## config.mk

```make
export PLATFORM = sky130hd
export DESIGN_NAME = icache_pipe_reg
export DESIGN_NICKNAME = d
export VERILOG_FILES = /design/src/icache_pipe_reg.sv
export SDC_FILE = /design/constraint.sdc
export NUM_CORES = 1
export LEC_CHECK = 0
export ABC_AREA = 0
export BUFFER_PORTS_ARGS = -buffer_cell sky130_fd_sc_hd__buf_4
export CAP_MARGIN = 15
export CORE_AREA = 2 2 39 41
export CTS_CLUSTER_DIAMETER = 150
export CTS_CLUSTER_SIZE = 30
export DETAILED_ROUTE_END_ITERATION = 7
export DIE_AREA = 0 0 41 43
export SYNTH_ARGS = -nofsm -noshare
export SYNTH_HDL_FRONTEND = slang
export SYNTH_SLANG_ARGS = --single-unit
```

## constraint.sdc

```tcl
create_clock -name m_axi_aclk -period 1.8 [get_ports m_axi_aclk]
set_input_delay 0 -clock m_axi_aclk [delete_from_list [all_inputs] [get_ports m_axi_aclk]]
set_output_delay 0 -clock m_axi_aclk [all_outputs]
set_load 0.02 [all_outputs]
```

## src/icache_pipe_reg.sv

```systemverilog
`timescale 1ns/1ps

module icache_pipe_reg #(
    parameter type payload_t = logic
) (
    input  logic     m_axi_aclk,
    input  logic     m_axi_aresetn,
    input  logic     flush_i,

    input  logic     up_valid_i,     // Upstream product ready
    input  logic     down_accept_i,  // Downstream accept ready
    input  logic     lock_i,
    input  logic     ready_go_i,     // Stage done with its content

    input  payload_t data_i,
    output payload_t data_o,

    output logic     valid_o,
    output logic     accept_ready_o,
    output logic     product_ready_o
);

    logic     valid_q;
    payload_t data_q;

    // Empty, or content leaves this cycle
    assign product_ready_o = valid_q && ready_go_i;
    assign accept_ready_o  = (!valid_q || (product_ready_o && down_accept_i)) && !lock_i;

    assign valid_o = valid_q;
    assign data_o  = data_q;

    always_ff @(posedge m_axi_aclk or negedge m_axi_aresetn) begin
        if (!m_axi_aresetn) begin
            valid_q <= 1'b0;
        end else if (flush_i) begin
            valid_q <= 1'b0;  // Drop whatever is in flight
        end else if (accept_ready_o) begin
            valid_q <= up_valid_i;
        end
    end

    always_ff @(posedge m_axi_aclk) begin
        if (accept_ready_o && up_valid_i) begin
            data_q <= data_i;
        end
    end

endmodule

```

==> results of run 1 <==
-- kinds of logic (layout without fill, tap and decap cells) --
kind of cell,count (synthesis),count (layout),share of synthesized area
DFF,2,2,0.537
and+or+nand+nor,4,4,0.207
AOI/OAI and AO/OA,4,4,0.256
buffers and inverters,0,18,0
-- flip-flops by register name, indices dropped and copies added (netlist names) --
register	flops
data_o	1
valid_o	1
-- report_power, final --
part / total [mW] / switching (mW) / internal [mW]
registers: 0.0543 / 0.00272 / 0.0516
logic: 0.0430 / 0.0174 / 0.0256
clock network: 0.111 / 0.0286 / 0.0825
-- metal layers --
metal  global-route usage  vias up
li1                     -       71
met1               0.0287       64
met2               0.0563        9
met3                    0        0
met4               0.0800        0
met5                    0        -
-- path summary, 6_finish.rpt --
| kind | to | cells after the start | slack (ns) |
|---|---|---|---|
| max in group asynchronous | valid_o$_DFFE_PN0P_ | 2 | 1.63 |
| min in group asynchronous | valid_o$_DFFE_PN0P_ | 2 | 0.09 |
| worst max-delay path | product_ready_o | 2 | 0.81 |
| worst min-delay path | valid_o$_DFFE_PN0P_ | 3 | 0.06 |
| worst max register to register | data_o$_DFFE_PP_ | 1 | 0.93 |
| worst min register to register | valid_o$_DFFE_PN0P_ | 2 | 0.60 |
-- Yosys cell counts, drive strengths merged --
master,n
a21oi,2
a31oi,1
edfxtp,1
nand2b,1
and2,1
a21bo,1
dfrtp,1
nand2,2
-- final cells by class --
class                      instances  share of cell area
sequential                         2               0.211
multi-input combinational          8               0.182
timing repair buffer              14               0.431
tap                               16              0.0766
clock buffer                       4               0.100
-- stage by stage --
step	worst slack, ns	instance area, µm²	util	std cells
after floorplan	0.873	103	-	10
after global routing	0.775	262	0.189	44
after detailed placement	0.926	205	0.148	37
after global placement	0.947	205	0.148	37
after CTS	0.797	262	0.189	44
final	0.809	262	0.189	44
-- cells in the final DEF, fill, tap and decap left out --
cell and count:
edfxtp_1 1, a21bo_1 1, nand2_1 2, dlygate4sd3_1 3, and2_2 1, clkbuf_4 3, clkbuf_1 1, a21oi_1 2
dfrtp_1 1, buf_4 11, a31oi_1 1, nand2b_1 1
==> flow_summary.toml, run 1 <==
[status]
status = "finished clean"

[floorplanning]
dieArea_um2 = 1760
die_w_um = 41
start_util = 0.0741
rows = 14
io-pin-count = 12
coreArea_um2 = 1380
die_h_um = 43

[pwr]
p_total_mw = 0.208
power.density_nw_per_um2 = 797
leakage_nw = 0.123
vdd_drop_max_mv = 0.0993

[synthesis]
synthTopCellsByArea = "edfxtp_1 29%, dfrtp_1 24%, a21bo_1 9.8%"
synth.ff_latch_count = 2
syn_area_per_cell_um2 = 10.3
seq_area_frac_synth = 0.537
netlist_instances = 10
yosys.cell_types.count = 8
syn-num-nets = 18
synth_top_area_share = 0.293
syn_area_um2 = 103
ys_warn_count = 0
yosys.area.top_type = "edfxtp_1"

[layout]
multi_input_area_um2 = 47.5
fillers = 156
n_antenna_cell = 0
regArea_um2 = 55.1
drive_gt1_frac = 0.536
syn2layout_area_growth_pct = 155
final_net_count = 37

[drt]
vias = 144
vias_per_cell = 3.27
wl_um = 326
highest_layer = "met3"
met1_length_um = 115
route.met3.wl_um = 45
post-route-drc-count = 0
wl_met2_um = 165
firstDrtPassIters = 4
drtIter0Drc = 1
detail-route-antenna-nets = 0
post_drt_wl_per_cell_um = 7.41

[cts]
cts_made_buffers = 3
clockRootBuffer = "clkbuf_4"
htreeDepth = 1
clockBufferDepth = 2
clk_pin_slew_ns = 0.03
post-cts-setup-buffer-count = 0
clk_latency_ns = 0.23
cts-hold-fix-buffers = 3
clkSinkCount = 2
postCtsResizedCells = 0
cts_tree = "done"

[critical_path]
critical-path-top-delay-family = "flip-flops"
worstPathRequired_ns = 1.80
cp_slowest_cell = "dfrtp_1"
path_buf_inv = 1
startpoint_type = "flop"
cpPeakStageDelay_ns = 0.41
r2r-start = "valid_o$_DFFE_PN0P_"
worstSetupPathType = "flop to primary output"
startpoint = "valid_o$_DFFE_PN0P_"
crit_chain = "and2_2 > buf_4"
critPathCaptureType = "primary output"
crit_fanout = 6
crit_arrival_ns = 0.99

[place]
dp_hpwl_um = 226
place.port_buffers = 11
gp_congestion = 0.463

[sta]
drv_slew = 0
hold_viol = 0
fin_setup_tns_ns = 0
rsz0062_at_grt = "no"
slew_headroom = 0.892
fin_crit_ns = 0.991
post-route-period-util = 0.550
clock.fmax_mhz = 1010
skew_ns = 0.00635
tightestPinTransition_ns = 0.162
setup_viol = 0
fin_hold_ws_ns = 0.0604

[global_route]
grt_pass1_wl_um = 400
antenna_found_initial = 0
grt_max_degree = 7
grtUsageTotal = 0.0390
gr-total-overflow = 0
grt_pass1_vias = 125

[hold_path]
hp-class = "input port to flop"
holdCritStartpoint = "lock_i"

[flow_run]
maxCapViolations = 0
No activity file was read; power rests on OpenSTA's default activity.
==> run 2, diff against run 1 <==
- clock period: 1.8 -> 1 ns (I/O delays scaled with it)
==> flow_summary.toml, run 2 (synthesized netlist as in run 1, its figures left out) <==
[status]
status = "finished clean"

[layout]
final_common_cell = "buf_4"
final_net_count = 37
fillers = 154
multi_input_area_um2 = 52.6
syn2layout_area_growth_pct = 161
drive_gt1_frac = 0.607
layout_common_cells = "11 x buf_4, 3 x clkbuf_4, 3 x dlygate4sd3_1"
n_antenna_cell = 0
regArea_um2 = 56.3

[cts]
clk_pin_slew_ns = 0.03
clockRootBuffer = "clkbuf_4"
clk_latency_ns = 0.23
cts_tree = "done"
clockBufferDepth = 2
htreeDepth = 1
clkSinkCount = 2
cts_made_buffers = 3

[place]
gp_congestion = 0.463
place.port_buffers = 11
dp_hpwl_um = 226

[critical_path]
startpoint = "valid_o$_DFFE_PN0P_"
cp_slowest_cell = "dfrtp_2"
worstSetupPathType = "flop to primary output"
crit_arrival_ns = 0.97
cpPeakStageDelay_ns = 0.43
worstPathRequired_ns = 1.00
r2r-start = "valid_o$_DFFE_PN0P_"
critical-path-top-delay-family = "flip-flops"
reg2reg_slack_ns = 0.10
reg2reg_depth = 1
startpoint_type = "flop"
critPathCaptureType = "primary output"
cp.depth = 2
crit_fanout = 6
cp-endpoint = "product_ready_o"
r2r_end = "data_o$_DFFE_PP_"
path_buf_inv = 1
crit_chain = "and2_4 > buf_4"

[drt]
wl_um = 366
vias = 143
detail-route-antenna-nets = 0
drtIter0Drc = 0
post-route-drc-count = 0
firstDrtPassIters = 1
post_drt_wl_per_cell_um = 8.32
vias_per_cell = 3.25

[global_route]
grtUsageTotal = 0.0390
antenna_found_initial = 0
grt_pass1_vias = 125
grt_pass1_wl_um = 400
gr-total-overflow = 0
grt_max_degree = 7

[sta]
tightestPinTransition_ns = 0.146
fin_setup_tns_ns = 0
hold_viol = 0
fin_crit_ns = 0.973
drv_slew = 0
post-route-period-util = 0.973
setup_viol = 0
skew_ns = 0.00171
clock.fmax_mhz = 1030
rsz0062_at_grt = "no"
fin_hold_ws_ns = 0.0684
slew_headroom = 0.902

[floorplanning]
dieArea_um2 = 1760
die_w_um = 41
coreArea_um2 = 1380
rows = 14
die_h_um = 43
io-pin-count = 12
start_util = 0.0741

[pwr]
power.density_nw_per_um2 = 1440
vdd_drop_max_mv = 0.235
p_total_mw = 0.386
leakage_nw = 0.123

[flow_run]
maxCapViolations = 0

[hold_path]
hp-class = "input port to flop"
==> run 2: how the worst min path moves through the flow <==
stage | from | to | slack [ns] | cells after the start
floorplan | m_axi_aresetn | valid_o$_DFFE_PN0P_ | -0.30 | 0
global placement | m_axi_aresetn | valid_o$_DFFE_PN0P_ | -0.22 | 1
detailed placement | m_axi_aresetn | valid_o$_DFFE_PN0P_ | -0.22 | 1
CTS | lock_i | valid_o$_DFFE_PN0P_ | 0.05 | 3
global route | lock_i | valid_o$_DFFE_PN0P_ | 0.08 | 3
finish | lock_i | valid_o$_DFFE_PN0P_ | 0.07 | 3
==> run 2: per-layer routing <==
metal  GRT usage  up-vias  part of all wire
li1            -       71                 -
met1      0.0287       63              0.34
met2      0.0563        9              0.54
met3           0        0              0.12
met4      0.0800        0                 0
met5           0        -                 0
==> run 2: power by group <==
part,switching [mW],internal (mW)
Sequential,0.00633,0.0934
Clock,0.0566,0.149
Combinational,0.0327,0.0480
Total,0.0957,0.291
==> run 2: final cells by class <==
cell class | instances | area share
tap | 16 | 0.0748
multi-input combinational | 8 | 0.196
clock buffer | 4 | 0.0981
sequential | 2 | 0.210
timing repair buffer | 14 | 0.421
==> run 2: stage by stage <==
stage	area [µm²]	utilization	worst slack [ns]	instances
after detailed placement	205	0.148	0.126	37
after CTS	263	0.190	0.0310	44
after global routing	268	0.193	0.00273	44
final	268	0.193	0.0268	44
after floorplan	103	-	0.0730	10
after global placement	205	0.148	0.147	37
==> run 2: what timing repair did <==
action,in CTS,in global routing
gates resized for setup,1,2
gates cloned,0,0
hold endpoints to repair,3,0
buffers inserted,0,0
hold buffers,3,0
endpoints found under the setup margin,1,1
==> run 2: worst min-delay path, delay by kind of cell <==
kind,cells,cell delay (ns)
AOI/OAI and AO/OA,1,0.08
buffers and inverters,1,0.12
and+or+nand+nor,1,0.05
