**src/icache_config.svh**
```systemverilog
`ifndef ICACHE_CONFIG_SVH
`define ICACHE_CONFIG_SVH

// Address split, tag | index | word offset | byte
`define ICACHE_ADDR_W      32
`define ICACHE_INDEX_W     8
`define ICACHE_OFFSET_W    2
`define ICACHE_TAG_W       20

// Line geometry
`define ICACHE_LINE_WORDS  4

// Fixed AR channel fields
`define ICACHE_AR_LEN      8'd3     // Four beats per line
`define ICACHE_AR_SIZE     3'b010   // 4-byte beats
`define ICACHE_AR_BURST    2'b01    // INCR
`define ICACHE_AR_CACHE    4'b1111
`define ICACHE_AR_ID       1'b0
`define ICACHE_AR_LOCK     1'b0     // Normal access

`endif

```
**src/icache_pkg.sv**
```systemverilog
`include "icache_config.svh"

package icache_pkg;

    typedef logic [`ICACHE_ADDR_W-1:0] word_t;  // pc, instruction, AXI data

    typedef logic [`ICACHE_TAG_W-1:0]   tag_t;    // pc[31:12]
    typedef logic [`ICACHE_INDEX_W-1:0] index_t;  // pc[11:4]

    // Word 0 sits in the low bits
    typedef logic [`ICACHE_LINE_WORDS*`ICACHE_ADDR_W-1:0] line_t;

    // Carried alongside each fetch
    typedef struct packed {
        word_t       pc;
        logic        branch_taken;
        logic [30:0] branch_target;
    } fetch_info_t;

    // Output stage payload
    typedef struct packed {
        fetch_info_t info;
        word_t       inst;
    } fetch_out_t;

endpackage

```
**src/icache_miss_ctrl.sv**
```systemverilog
`timescale 1ns/1ps
`include "icache_config.svh"

module icache_miss_ctrl (
    input  logic               m_axi_aclk,
    input  logic               m_axi_aresetn,
    input  logic               flush_i,

    // Stage two content
    input  logic               stage_valid_i,
    input  icache_pkg::word_t  stage_pc_i,

    // Stored line for the stage two index
    input  icache_pkg::tag_t   rtag_i,
    input  logic               rvalid_i,
    input  icache_pkg::line_t  rline_i,

    output logic               ready_go_o,
    output logic               lock_o,
    output icache_pkg::word_t  inst_o,

    // Refill write into storage
    output logic               wen_o,
    output icache_pkg::index_t waddr_o,
    output icache_pkg::tag_t   wtag_o,
    output icache_pkg::line_t  wline_o,

    // AXI AR and R channels
    output logic               m_axi_arvalid_o,
    output logic               m_axi_rready_o,
    output icache_pkg::word_t  m_axi_araddr_o,
    input  logic               m_axi_arready_i,
    input  logic               m_axi_rvalid_i,
    input  icache_pkg::word_t  m_axi_rdata_i
);
    import icache_pkg::*;

    localparam int BYTE_W    = 2;
    localparam int LINE_LSB  = `ICACHE_OFFSET_W + BYTE_W;
    localparam int WORD_W    = $bits(word_t);
    localparam int LAST_BEAT = `ICACHE_LINE_WORDS - 1;

    typedef enum logic [2:0] {
        S_IDLE,
        S_ADDR,   // AR handshake
        S_DATA,   // Four R beats
        S_WRITE,  // Line into storage
        S_SYNC
    } state_t;

    state_t                      state_q;
    logic [`ICACHE_OFFSET_W-1:0] beat_q;
    line_t                       line_buf;

    tag_t                        pc_tag;
    logic [`ICACHE_OFFSET_W-1:0] pc_offset;
    logic                        hit;

    function automatic word_t pick_word(
        input line_t                       line,
        input logic [`ICACHE_OFFSET_W-1:0] sel
    );
        pick_word = line[sel*WORD_W +: WORD_W];
    endfunction

    assign pc_tag    = stage_pc_i[`ICACHE_ADDR_W-1 -: `ICACHE_TAG_W];
    assign pc_offset = stage_pc_i[BYTE_W +: `ICACHE_OFFSET_W];

    assign hit = rvalid_i && (rtag_i == pc_tag);

    // Pipeline control
    assign ready_go_o = (state_q == S_IDLE && hit) || state_q == S_SYNC;
    assign lock_o     = state_q != S_IDLE && state_q != S_SYNC;

    // Refilled word comes from the buffer, storage is one read behind
    assign inst_o = (state_q == S_SYNC) ? pick_word(line_buf, pc_offset)
                                        : pick_word(rline_i, pc_offset);

    assign m_axi_arvalid_o = state_q == S_ADDR;
    assign m_axi_rready_o  = state_q == S_DATA;
    assign m_axi_araddr_o  = {stage_pc_i[`ICACHE_ADDR_W-1:LINE_LSB], {LINE_LSB{1'b0}}};

    // Stage pc holds still while locked
    assign wen_o   = state_q == S_WRITE;
    assign waddr_o = stage_pc_i[LINE_LSB +: `ICACHE_INDEX_W];
    assign wtag_o  = pc_tag;
    assign wline_o = line_buf;

    always_ff @(posedge m_axi_aclk or negedge m_axi_aresetn) begin
        if (!m_axi_aresetn) begin
            state_q <= S_IDLE;
            beat_q  <= '0;
        end else begin
            case (state_q)
                S_IDLE: begin
                    if (stage_valid_i && !hit && !flush_i) begin
                        state_q <= S_ADDR;
                    end
                end
                S_ADDR: begin
                    if (m_axi_arready_i) begin
                        state_q <= S_DATA;
                        beat_q  <= '0;
                    end
                end
                S_DATA: begin
                    if (m_axi_rvalid_i) begin
                        beat_q <= beat_q + 1'b1;
                        if (beat_q == LAST_BEAT[`ICACHE_OFFSET_W-1:0]) begin
                            state_q <= S_WRITE;
                        end
                    end
                end
                S_WRITE: state_q <= S_SYNC;
                S_SYNC:  state_q <= S_IDLE;  // Read port catches up here
                default: state_q <= S_IDLE;
            endcase
        end
    end

    // Beats land in order, word 0 first
    always_ff @(posedge m_axi_aclk) begin
        if (state_q == S_DATA && m_axi_rvalid_i) begin
            line_buf[beat_q*WORD_W +: WORD_W] <= m_axi_rdata_i;
        end
    end

endmodule

```
**config.mk**
```make
export PLATFORM = sky130hd
export DESIGN_NAME = icache_miss_ctrl
export DESIGN_NICKNAME = d
export VERILOG_FILES = /design/src/icache_pkg.sv /design/src/icache_miss_ctrl.sv
export VERILOG_INCLUDE_DIRS = /design/src /design/src/src
export SDC_FILE = /design/constraint.sdc
export NUM_CORES = 1
export LEC_CHECK = 0
export BUFFER_PORTS_ARGS = -buffer_cell sky130_fd_sc_hd__buf_2
export CORE_AREA = 10 10 163 165
export CTS_CLUSTER_SIZE = 12
export DETAILED_ROUTE_END_ITERATION = 12
export DIE_AREA = 0 0 173 175
export PLACE_DENSITY = 0.67
export SLEW_MARGIN = 20
export SYNTH_ARGS = -nofsm -noshare
export SYNTH_HDL_FRONTEND = slang
export SYNTH_SLANG_ARGS = --single-unit
```
**constraint.sdc**
```tcl
create_clock -name m_axi_aclk -period 6.5 [get_ports m_axi_aclk]
set_clock_uncertainty 0.2 [all_clocks]
set_input_delay 1.3 -clock m_axi_aclk [delete_from_list [all_inputs] [get_ports m_axi_aclk]]
set_output_delay 1.3 -clock m_axi_aclk [all_outputs]
set_load 0.005 [all_outputs]
```
==> reports/qor.csv, run 1 <==
stage,metric,value,unit
status,run status,"complete, no violations",
timing,Max transition margin,0.325,
logic_synthesis,sequential fraction of the synthesis area,0.516,
global_route,vias in the first global route,6718,
detailed_routing,DR iter-0 viols,268,
global_route,Overflow after GRT,0,
global_route,first-pass GRT wire length,41700,µm
final_layout,final core occ,0.438,
timing,total negative slack,0,ns
logic_synthesis,Avg Inst Size Synth,14.7,µm²
power,VDD IR-drop max,0.000246,V
floorplanning,starting density of the core,0.331,
logic_synthesis,Post-Synth Simple-Gate Area,0.123,
global_route,met1 Track Usage GR,0.197,
final_layout,Final #Nets,1091,
clock_tree,Worst-Skew Late Latency,0.41,ns
logic_synthesis,post-synthesis register bit count,133,
detailed_routing,# DRC,0,
placement,DP Area,9630,µm²
timing,Max Transition Viols Final,0,
final_layout,layout cell share with drive strength beyond 1,0.627,
timing,RSZ-0062 raised after global routing,false,
worst_setup_path,"Arr. time, crit path",3.19,ns
placement,pre-CTS setup slack,1.74,ns
timing,Fin. Hold Viols,0,
floorplanning,Die ar.,30300,µm²
global_route,initial antenna violation count,5,
worst_setup_path,Worst EP required,5.00,ns
detailed_routing,DRT Pass-1 Iters,5,
placement,HPWL Detailed,20900,µm
global_route,GR met3 Demand/Resource,0.0470,
floorplanning,core area,23300,µm²
floorplanning,Rows,56,
worst_setup_path,crit path max fanout,34,
logic_synthesis,Ys Warns,0,
timing,Final WS setup,1.81,ns
clock_tree,H-tree lvl count,4,
placement,I/O Buffers,413,
detailed_routing,post-route ant nets,0,
logic_synthesis,xor/xnor share of the synthesized area,0.0228,
logic_synthesis,"Top FF cell, synth",edfxtp_1,
clock_tree,Bufs on Longest Clock Path,2,
placement,gpl congestion,0.811,
logic_synthesis,synth top area cells,"edfxtp_1, mux4_2, buf_4",
logic_synthesis,Synth area leader,edfxtp_1,
clock_tree,CTS tree,built,
floorplanning,Die H,175,µm
timing,Final Cycle Share,0.722,
clock_tree,total CTS buffers,17,
global_route,largest net degree at the start of global routing,66,
worst_setup_path,CP Capture Type,output port,
worst_setup_path,Setup crit start kind,primary input,
timing,f_max,0.213,GHz
timing,Finish-stage setup viols,0,
logic_synthesis,Mapped Area,7690,µm²
logic_synthesis,largest family of logic cells by synthesized area,multiplexers,
run,Max-cap violations,0,
logic_synthesis,Post-Syn Instances,522,
power,leak pwr,0.00455,µW
clock_tree,"Reg clk slew, reported paths",0.06,ns
logic_synthesis,adder-cell share of the synthesized area,0.00976,
final_layout,Post-Layout Inst Area,10200,µm²
global_route,Total Routing Usage GR,0.180,
logic_synthesis,number of library cell types mapped by synthesis,32,
global_route,met2 usage,0.325,
floorplanning,chip width,173,µm
clock_tree,cts repair resizes,0,
global_route,most used routing layer,met2,
logic_synthesis,Synth top area share,0.500,
worst_hold_path,min-delay worst type,register to register,
clock_tree,CTS Root Cell,clkbuf_16,
clock_tree,Clock Sinks,133,
floorplanning,I/O pins,444,
clock_tree,postcts setup bufs,0,
worst_setup_path,critical path type,primary input to output port,
timing,post-route minimum period,4.69,ns
final_layout,Layout area overhead,32.5,%
logic_synthesis,Synth Area in Compound Gates,0.00618,
detailed_routing,drt wl/cell,23.3,µm
logic_synthesis,mux share of post-synthesis cell area,0.236,
detailed_routing,vias per cell,4.96,
worst_setup_path,Reg2Reg Setup Slack,3.33,ns
final_layout,# fillers,2185,
logic_synthesis,Post-synth EDFFs,128,
detailed_routing,routed wire length,28000,µm
detailed_routing,via count,5964,
power,Power Dens Cells,284,nW/µm²
logic_synthesis,Post-synth ARST share,0.0376,
timing,worst slew pin tran,1.01,ns
clock_tree,Post-CTS Hold Buffers,0,
## state kept, by name, summed over array words and instances (netlist names)
signal	count
wline_o	128
state_q	3
beat_q	2
## worst max-delay path: stages
cell,delay [ns]
buf_4,0.55
buf_12,0.33
mux4_2,0.56
mux2_2,0.27
buf_2,0.13
## path summary, 6_finish.rpt
check / to / depth (start not counted) / start
min: state_q[2]$_DFFE_PN0P_ / 2 / state_q[0]$_DFFE_PN0P_
min reg2reg: state_q[2]$_DFFE_PN0P_ / 2 / state_q[0]$_DFFE_PN0P_
max reg2reg: wline_o[7]$_DFFE_PP_ / 7 / beat_q[0]$_DFFE_PN0P_
min in group asynchronous: state_q[0]$_DFFE_PN0P_ / 1 / m_axi_aresetn
max: inst_o[18] / 5 / stage_pc_i[2]
max in group asynchronous: beat_q[0]$_DFFE_PN0P_ / 1 / m_axi_aresetn
## per-layer routing
layer  vias to the layer above  wire length [µm]
met5                         -                 0
met4                         0               765
met3                        51              1920
met2                       334             14800
met1                      2951             10500
li1                       2628                 -
## power by group
| group | total (µW) | internal [µW] | switching (µW) |
|---|---|---|---|
| Sequential | 1100 | 1070 | 39.1 |
| Clock | 913 | 530 | 383 |
| Combinational | 882 | 389 | 493 |
| Total | 2900 | 1980 | 915 |
## logic make-up (layout without fill, tap and decap cells)
logic type | count (synthesis) | after routing
AOI/OAI and AO/OA | 7 | 7
xor gates and xnor gates | 20 | 20
adders and majority gates | 6 | 6
buffers and inverters | 102 | 456
DFF | 133 | 133
muxes | 97 | 97
other | 1 | 8
and+or+nand+nor | 156 | 156
## placed cells by master (no fill, tap or decap), types with 3 or more instances in the layout
| cell type | synthesis | layout |
|---|---|---|
| and2_1 | 64 | 64 |
| and3_1 | 69 | 65 |
| and3_2 | 0 | 4 |
| buf_2 | 7 | 412 |
| buf_4 | 61 | 5 |
| clkbuf_16 | 0 | 17 |
| clkinvlp_4 | 0 | 3 |
| conb_1 | 1 | 4 |
| dfrtp_1 | 5 | 5 |
| diode_2 | 0 | 4 |
| edfxtp_1 | 128 | 128 |
| ha_1 | 6 | 6 |
| inv_1 | 5 | 5 |
| inv_6 | 0 | 6 |
| mux2_2 | 32 | 32 |
| mux4_2 | 64 | 64 |
| nand2_1 | 4 | 3 |
| nand4_1 | 3 | 3 |
| nor2_1 | 8 | 7 |
| xnor2_1 | 12 | 12 |
| xor2_1 | 8 | 8 |
## metrics by stage
step / total power (µW) / hold slack, ns / cells
after global routing: 3060 / 0.459 / 1202
after floorplan: 1630 / 0.332 / 525
after CTS: 2940 / 0.393 / 1198
after detailed placement: 2020 / 0.383 / 1166
final: 2900 / 0.408 / 1202
after global placement: 1980 / 0.381 / 1165
## synthesized netlist by cell type, types with 3 or more instances
master / instances
mux2_2: 32
dfrtp_1: 5
and3_1: 69
buf_4: 61
nand2_1: 4
nor2_1: 8
inv_1: 5
buf_2: 7
nand4_1: 3
clkbuf_1: 22
mux4_2: 64
xor2_1: 8
and2_1: 64
edfxtp_1: 128
xnor2_1: 12
buf_6: 6
ha_1: 6
## layout make-up
cell class / count / area [µm²] / area share
tap: 319 / 399 / 0.0392
antenna: 4 / 10.0 / 0.000982
inverter: 5 / 18.8 / 0.00184
timing repair buffer: 419 / 2150 / 0.211
clock inverter: 14 / 126 / 0.0124
multi-input combinational: 290 / 3090 / 0.304
clock buffer: 18 / 429 / 0.0421
sequential: 133 / 3970 / 0.389
Note: power is estimated with default switching activity, not from simulation.
==> run 2, diff against run 1 <==
PLACE_DENSITY = 0.7   (was 0.67)
clock period = 3.9 ns   (was 6.5 ns; I/O delays follow)
==> reports/qor.csv, run 2 (synthesized netlist as in run 1, its figures left out) <==
stage,metric,value,unit
floorplanning,chip width,173,µm
clock_tree,total CTS buffers,17,
power,clock power share,0.313,
clock_tree,CTS tree,built,
worst_setup_path,"Arr. time, crit path",2.63,ns
global_route,vias in the first global route,6743,
final_layout,"commonest non-fill, non-tap cell in the layout",buf_2,
power,Sequential Power Share,0.380,
final_layout,most frequent cells in the layout,"buf_2, edfxtp_1, and3_1",
detailed_routing,DR iter-0 viols,365,
clock_tree,H-tree lvl count,4,
clock_tree,Post-CTS Hold Buffers,1,
run,Max-cap violations,0,
floorplanning,I/O pins,444,
global_route,largest net degree at the start of global routing,66,
worst_setup_path,critical path type,register to output port,
final_layout,# fillers,2192,
timing,total negative slack,0,ns
worst_setup_path,CP Capture Type,output port,
placement,gpl congestion,0.909,
timing,f_max,0.277,GHz
clock_tree,Worst-Skew Late Latency,0.41,ns
detailed_routing,vias per cell,4.90,
status,run status,"complete, no violations",
power,Sw Pwr,1590,µW
detailed_routing,routed wire length,28700,µm
clock_tree,CTS Root Cell,clkbuf_16,
clock_tree,Bufs on Longest Clock Path,2,
power,combinational share of power,0.307,
final_layout,final core occ,0.441,
power,leak pwr,0.00459,µW
worst_setup_path,crit path max fanout,65,
placement,HPWL Detailed,22000,µm
timing,worst slew pin tran,1.01,ns
clock_tree,cts repair resizes,0,
global_route,Total Routing Usage GR,0.183,
timing,Fin. Hold Viols,0,
worst_setup_path,Reg2Reg Setup Slack,1.23,ns
timing,Finish-stage setup viols,0,
detailed_routing,via count,5912,
final_layout,Final #Nets,1098,
timing,RSZ-0062 raised after global routing,false,
final_layout,Layout area overhead,33.2,%
detailed_routing,drt wl/cell,23.8,µm
timing,Max transition margin,0.324,
final_layout,layout cell share with drive strength beyond 1,0.633,
power,Cell Int Power,3260,µW
power,switching share of total power,0.328,
final_layout,Sequential cell area,3970,µm²
global_route,Overflow after GRT,0,
final_layout,footprint of the multi-input gates,3100,µm²
power,VDD IR-drop max,0.000292,V
floorplanning,Rows,56,
final_layout,Largest register FFs,128,
worst_setup_path,Worst EP required,2.92,ns
placement,I/O Buffers,413,
floorplanning,core area,23300,µm²
detailed_routing,DRT Pass-1 Iters,5,
timing,Final Cycle Share,0.927,
floorplanning,starting density of the core,0.331,
detailed_routing,post-route ant nets,0,
global_route,initial antenna violation count,2,
timing,hold_ws,0.407,ns
clock_tree,Clock Sinks,133,
clock_tree,"Reg clk slew, reported paths",0.07,ns
detailed_routing,# DRC,0,
worst_hold_path,min-delay worst type,register to register,
floorplanning,Die H,175,µm
timing,post-route minimum period,3.61,ns
global_route,first-pass GRT wire length,42400,µm
clock_tree,postcts setup bufs,0,
floorplanning,Die ar.,30300,µm²
worst_setup_path,Setup crit start kind,register,
power,Power Dens Cells,473,nW/µm²
timing,Max Transition Viols Final,0,
==> run 2: changes by cell type in the layout (fill, tap and decap cells not counted), moves of 2 or more <==
cell / before / now
diode_2: 4 / 1
clkinv_4: 1 / 4
inv_8: 0 / 5
buf_4: 5 / 11
inv_6: 6 / 3
clkinv_1: 2 / 0
==> run 2: power groups by stage <==
stage	logic, µW	clock network, µW	registers (µW)
floorplan	856	0	1870
global placement	1470	0	1870
detailed placement	1520	0	1870
CTS	1530	1550	1840
global route	1640	1610	1860
finish	1490	1520	1840
==> run 2: routing by layer <==
layer,GRT usage,part of all wire,vias to the layer above
met5,0,0.00045,-
met4,0.0801,0.033,2
met3,0.0552,0.074,51
met2,0.332,0.53,329
met1,0.194,0.37,2888
li1,-,-,2642
==> run 2: path summary, 6_finish.rpt <==
kind	from	endpoint	cells past startpoint
max	state_q[0]$_DFFE_PN0P_	inst_o[14]	5
min	state_q[2]$_DFFE_PN0P_	state_q[1]$_DFFE_PN0P_	1
max reg2reg	beat_q[0]$_DFFE_PN0P_	wline_o[8]$_DFFE_PP_	7
min reg2reg	state_q[2]$_DFFE_PN0P_	state_q[1]$_DFFE_PN0P_	1
max in group asynchronous	m_axi_aresetn	beat_q[0]$_DFFE_PN0P_	2
min in group asynchronous	m_axi_aresetn	state_q[0]$_DFFE_PN0P_	2
==> run 2: critical path, stage by stage, from the launching register on <==
cell and delay, ns:
dfrtp_1 0.43, nor2_1 0.24, nand2_4 0.55, mux4_2 0.48, mux2_2 0.31, buf_2 0.14
==> run 2: final cells by class <==
class | instances | area share
clock buffers | 17 | 0.0415
repair buffers | 426 | 0.214
well taps | 319 | 0.0389
diodes | 1 | 0.000244
multi-input cells | 290 | 0.303
inverters | 5 | 0.00183
flip-flops and latches | 133 | 0.387
clock inverters | 15 | 0.0134
==> run 2: metrics by stage <==
| step | cells | instance area (µm²) | worst slack, ns | total power, µW |
|---|---|---|---|---|
| floorplan | 525 | 7700 | 0.938 | 2720 |
| global placement | 1172 | 9670 | 0.503 | 3340 |
| detailed placement | 1172 | 9670 | 0.484 | 3400 |
| finish | 1206 | 10200 | 0.285 | 4850 |
| global route | 1206 | 10200 | 0.154 | 5100 |
| CTS | 1205 | 10200 | 0.263 | 4920 |
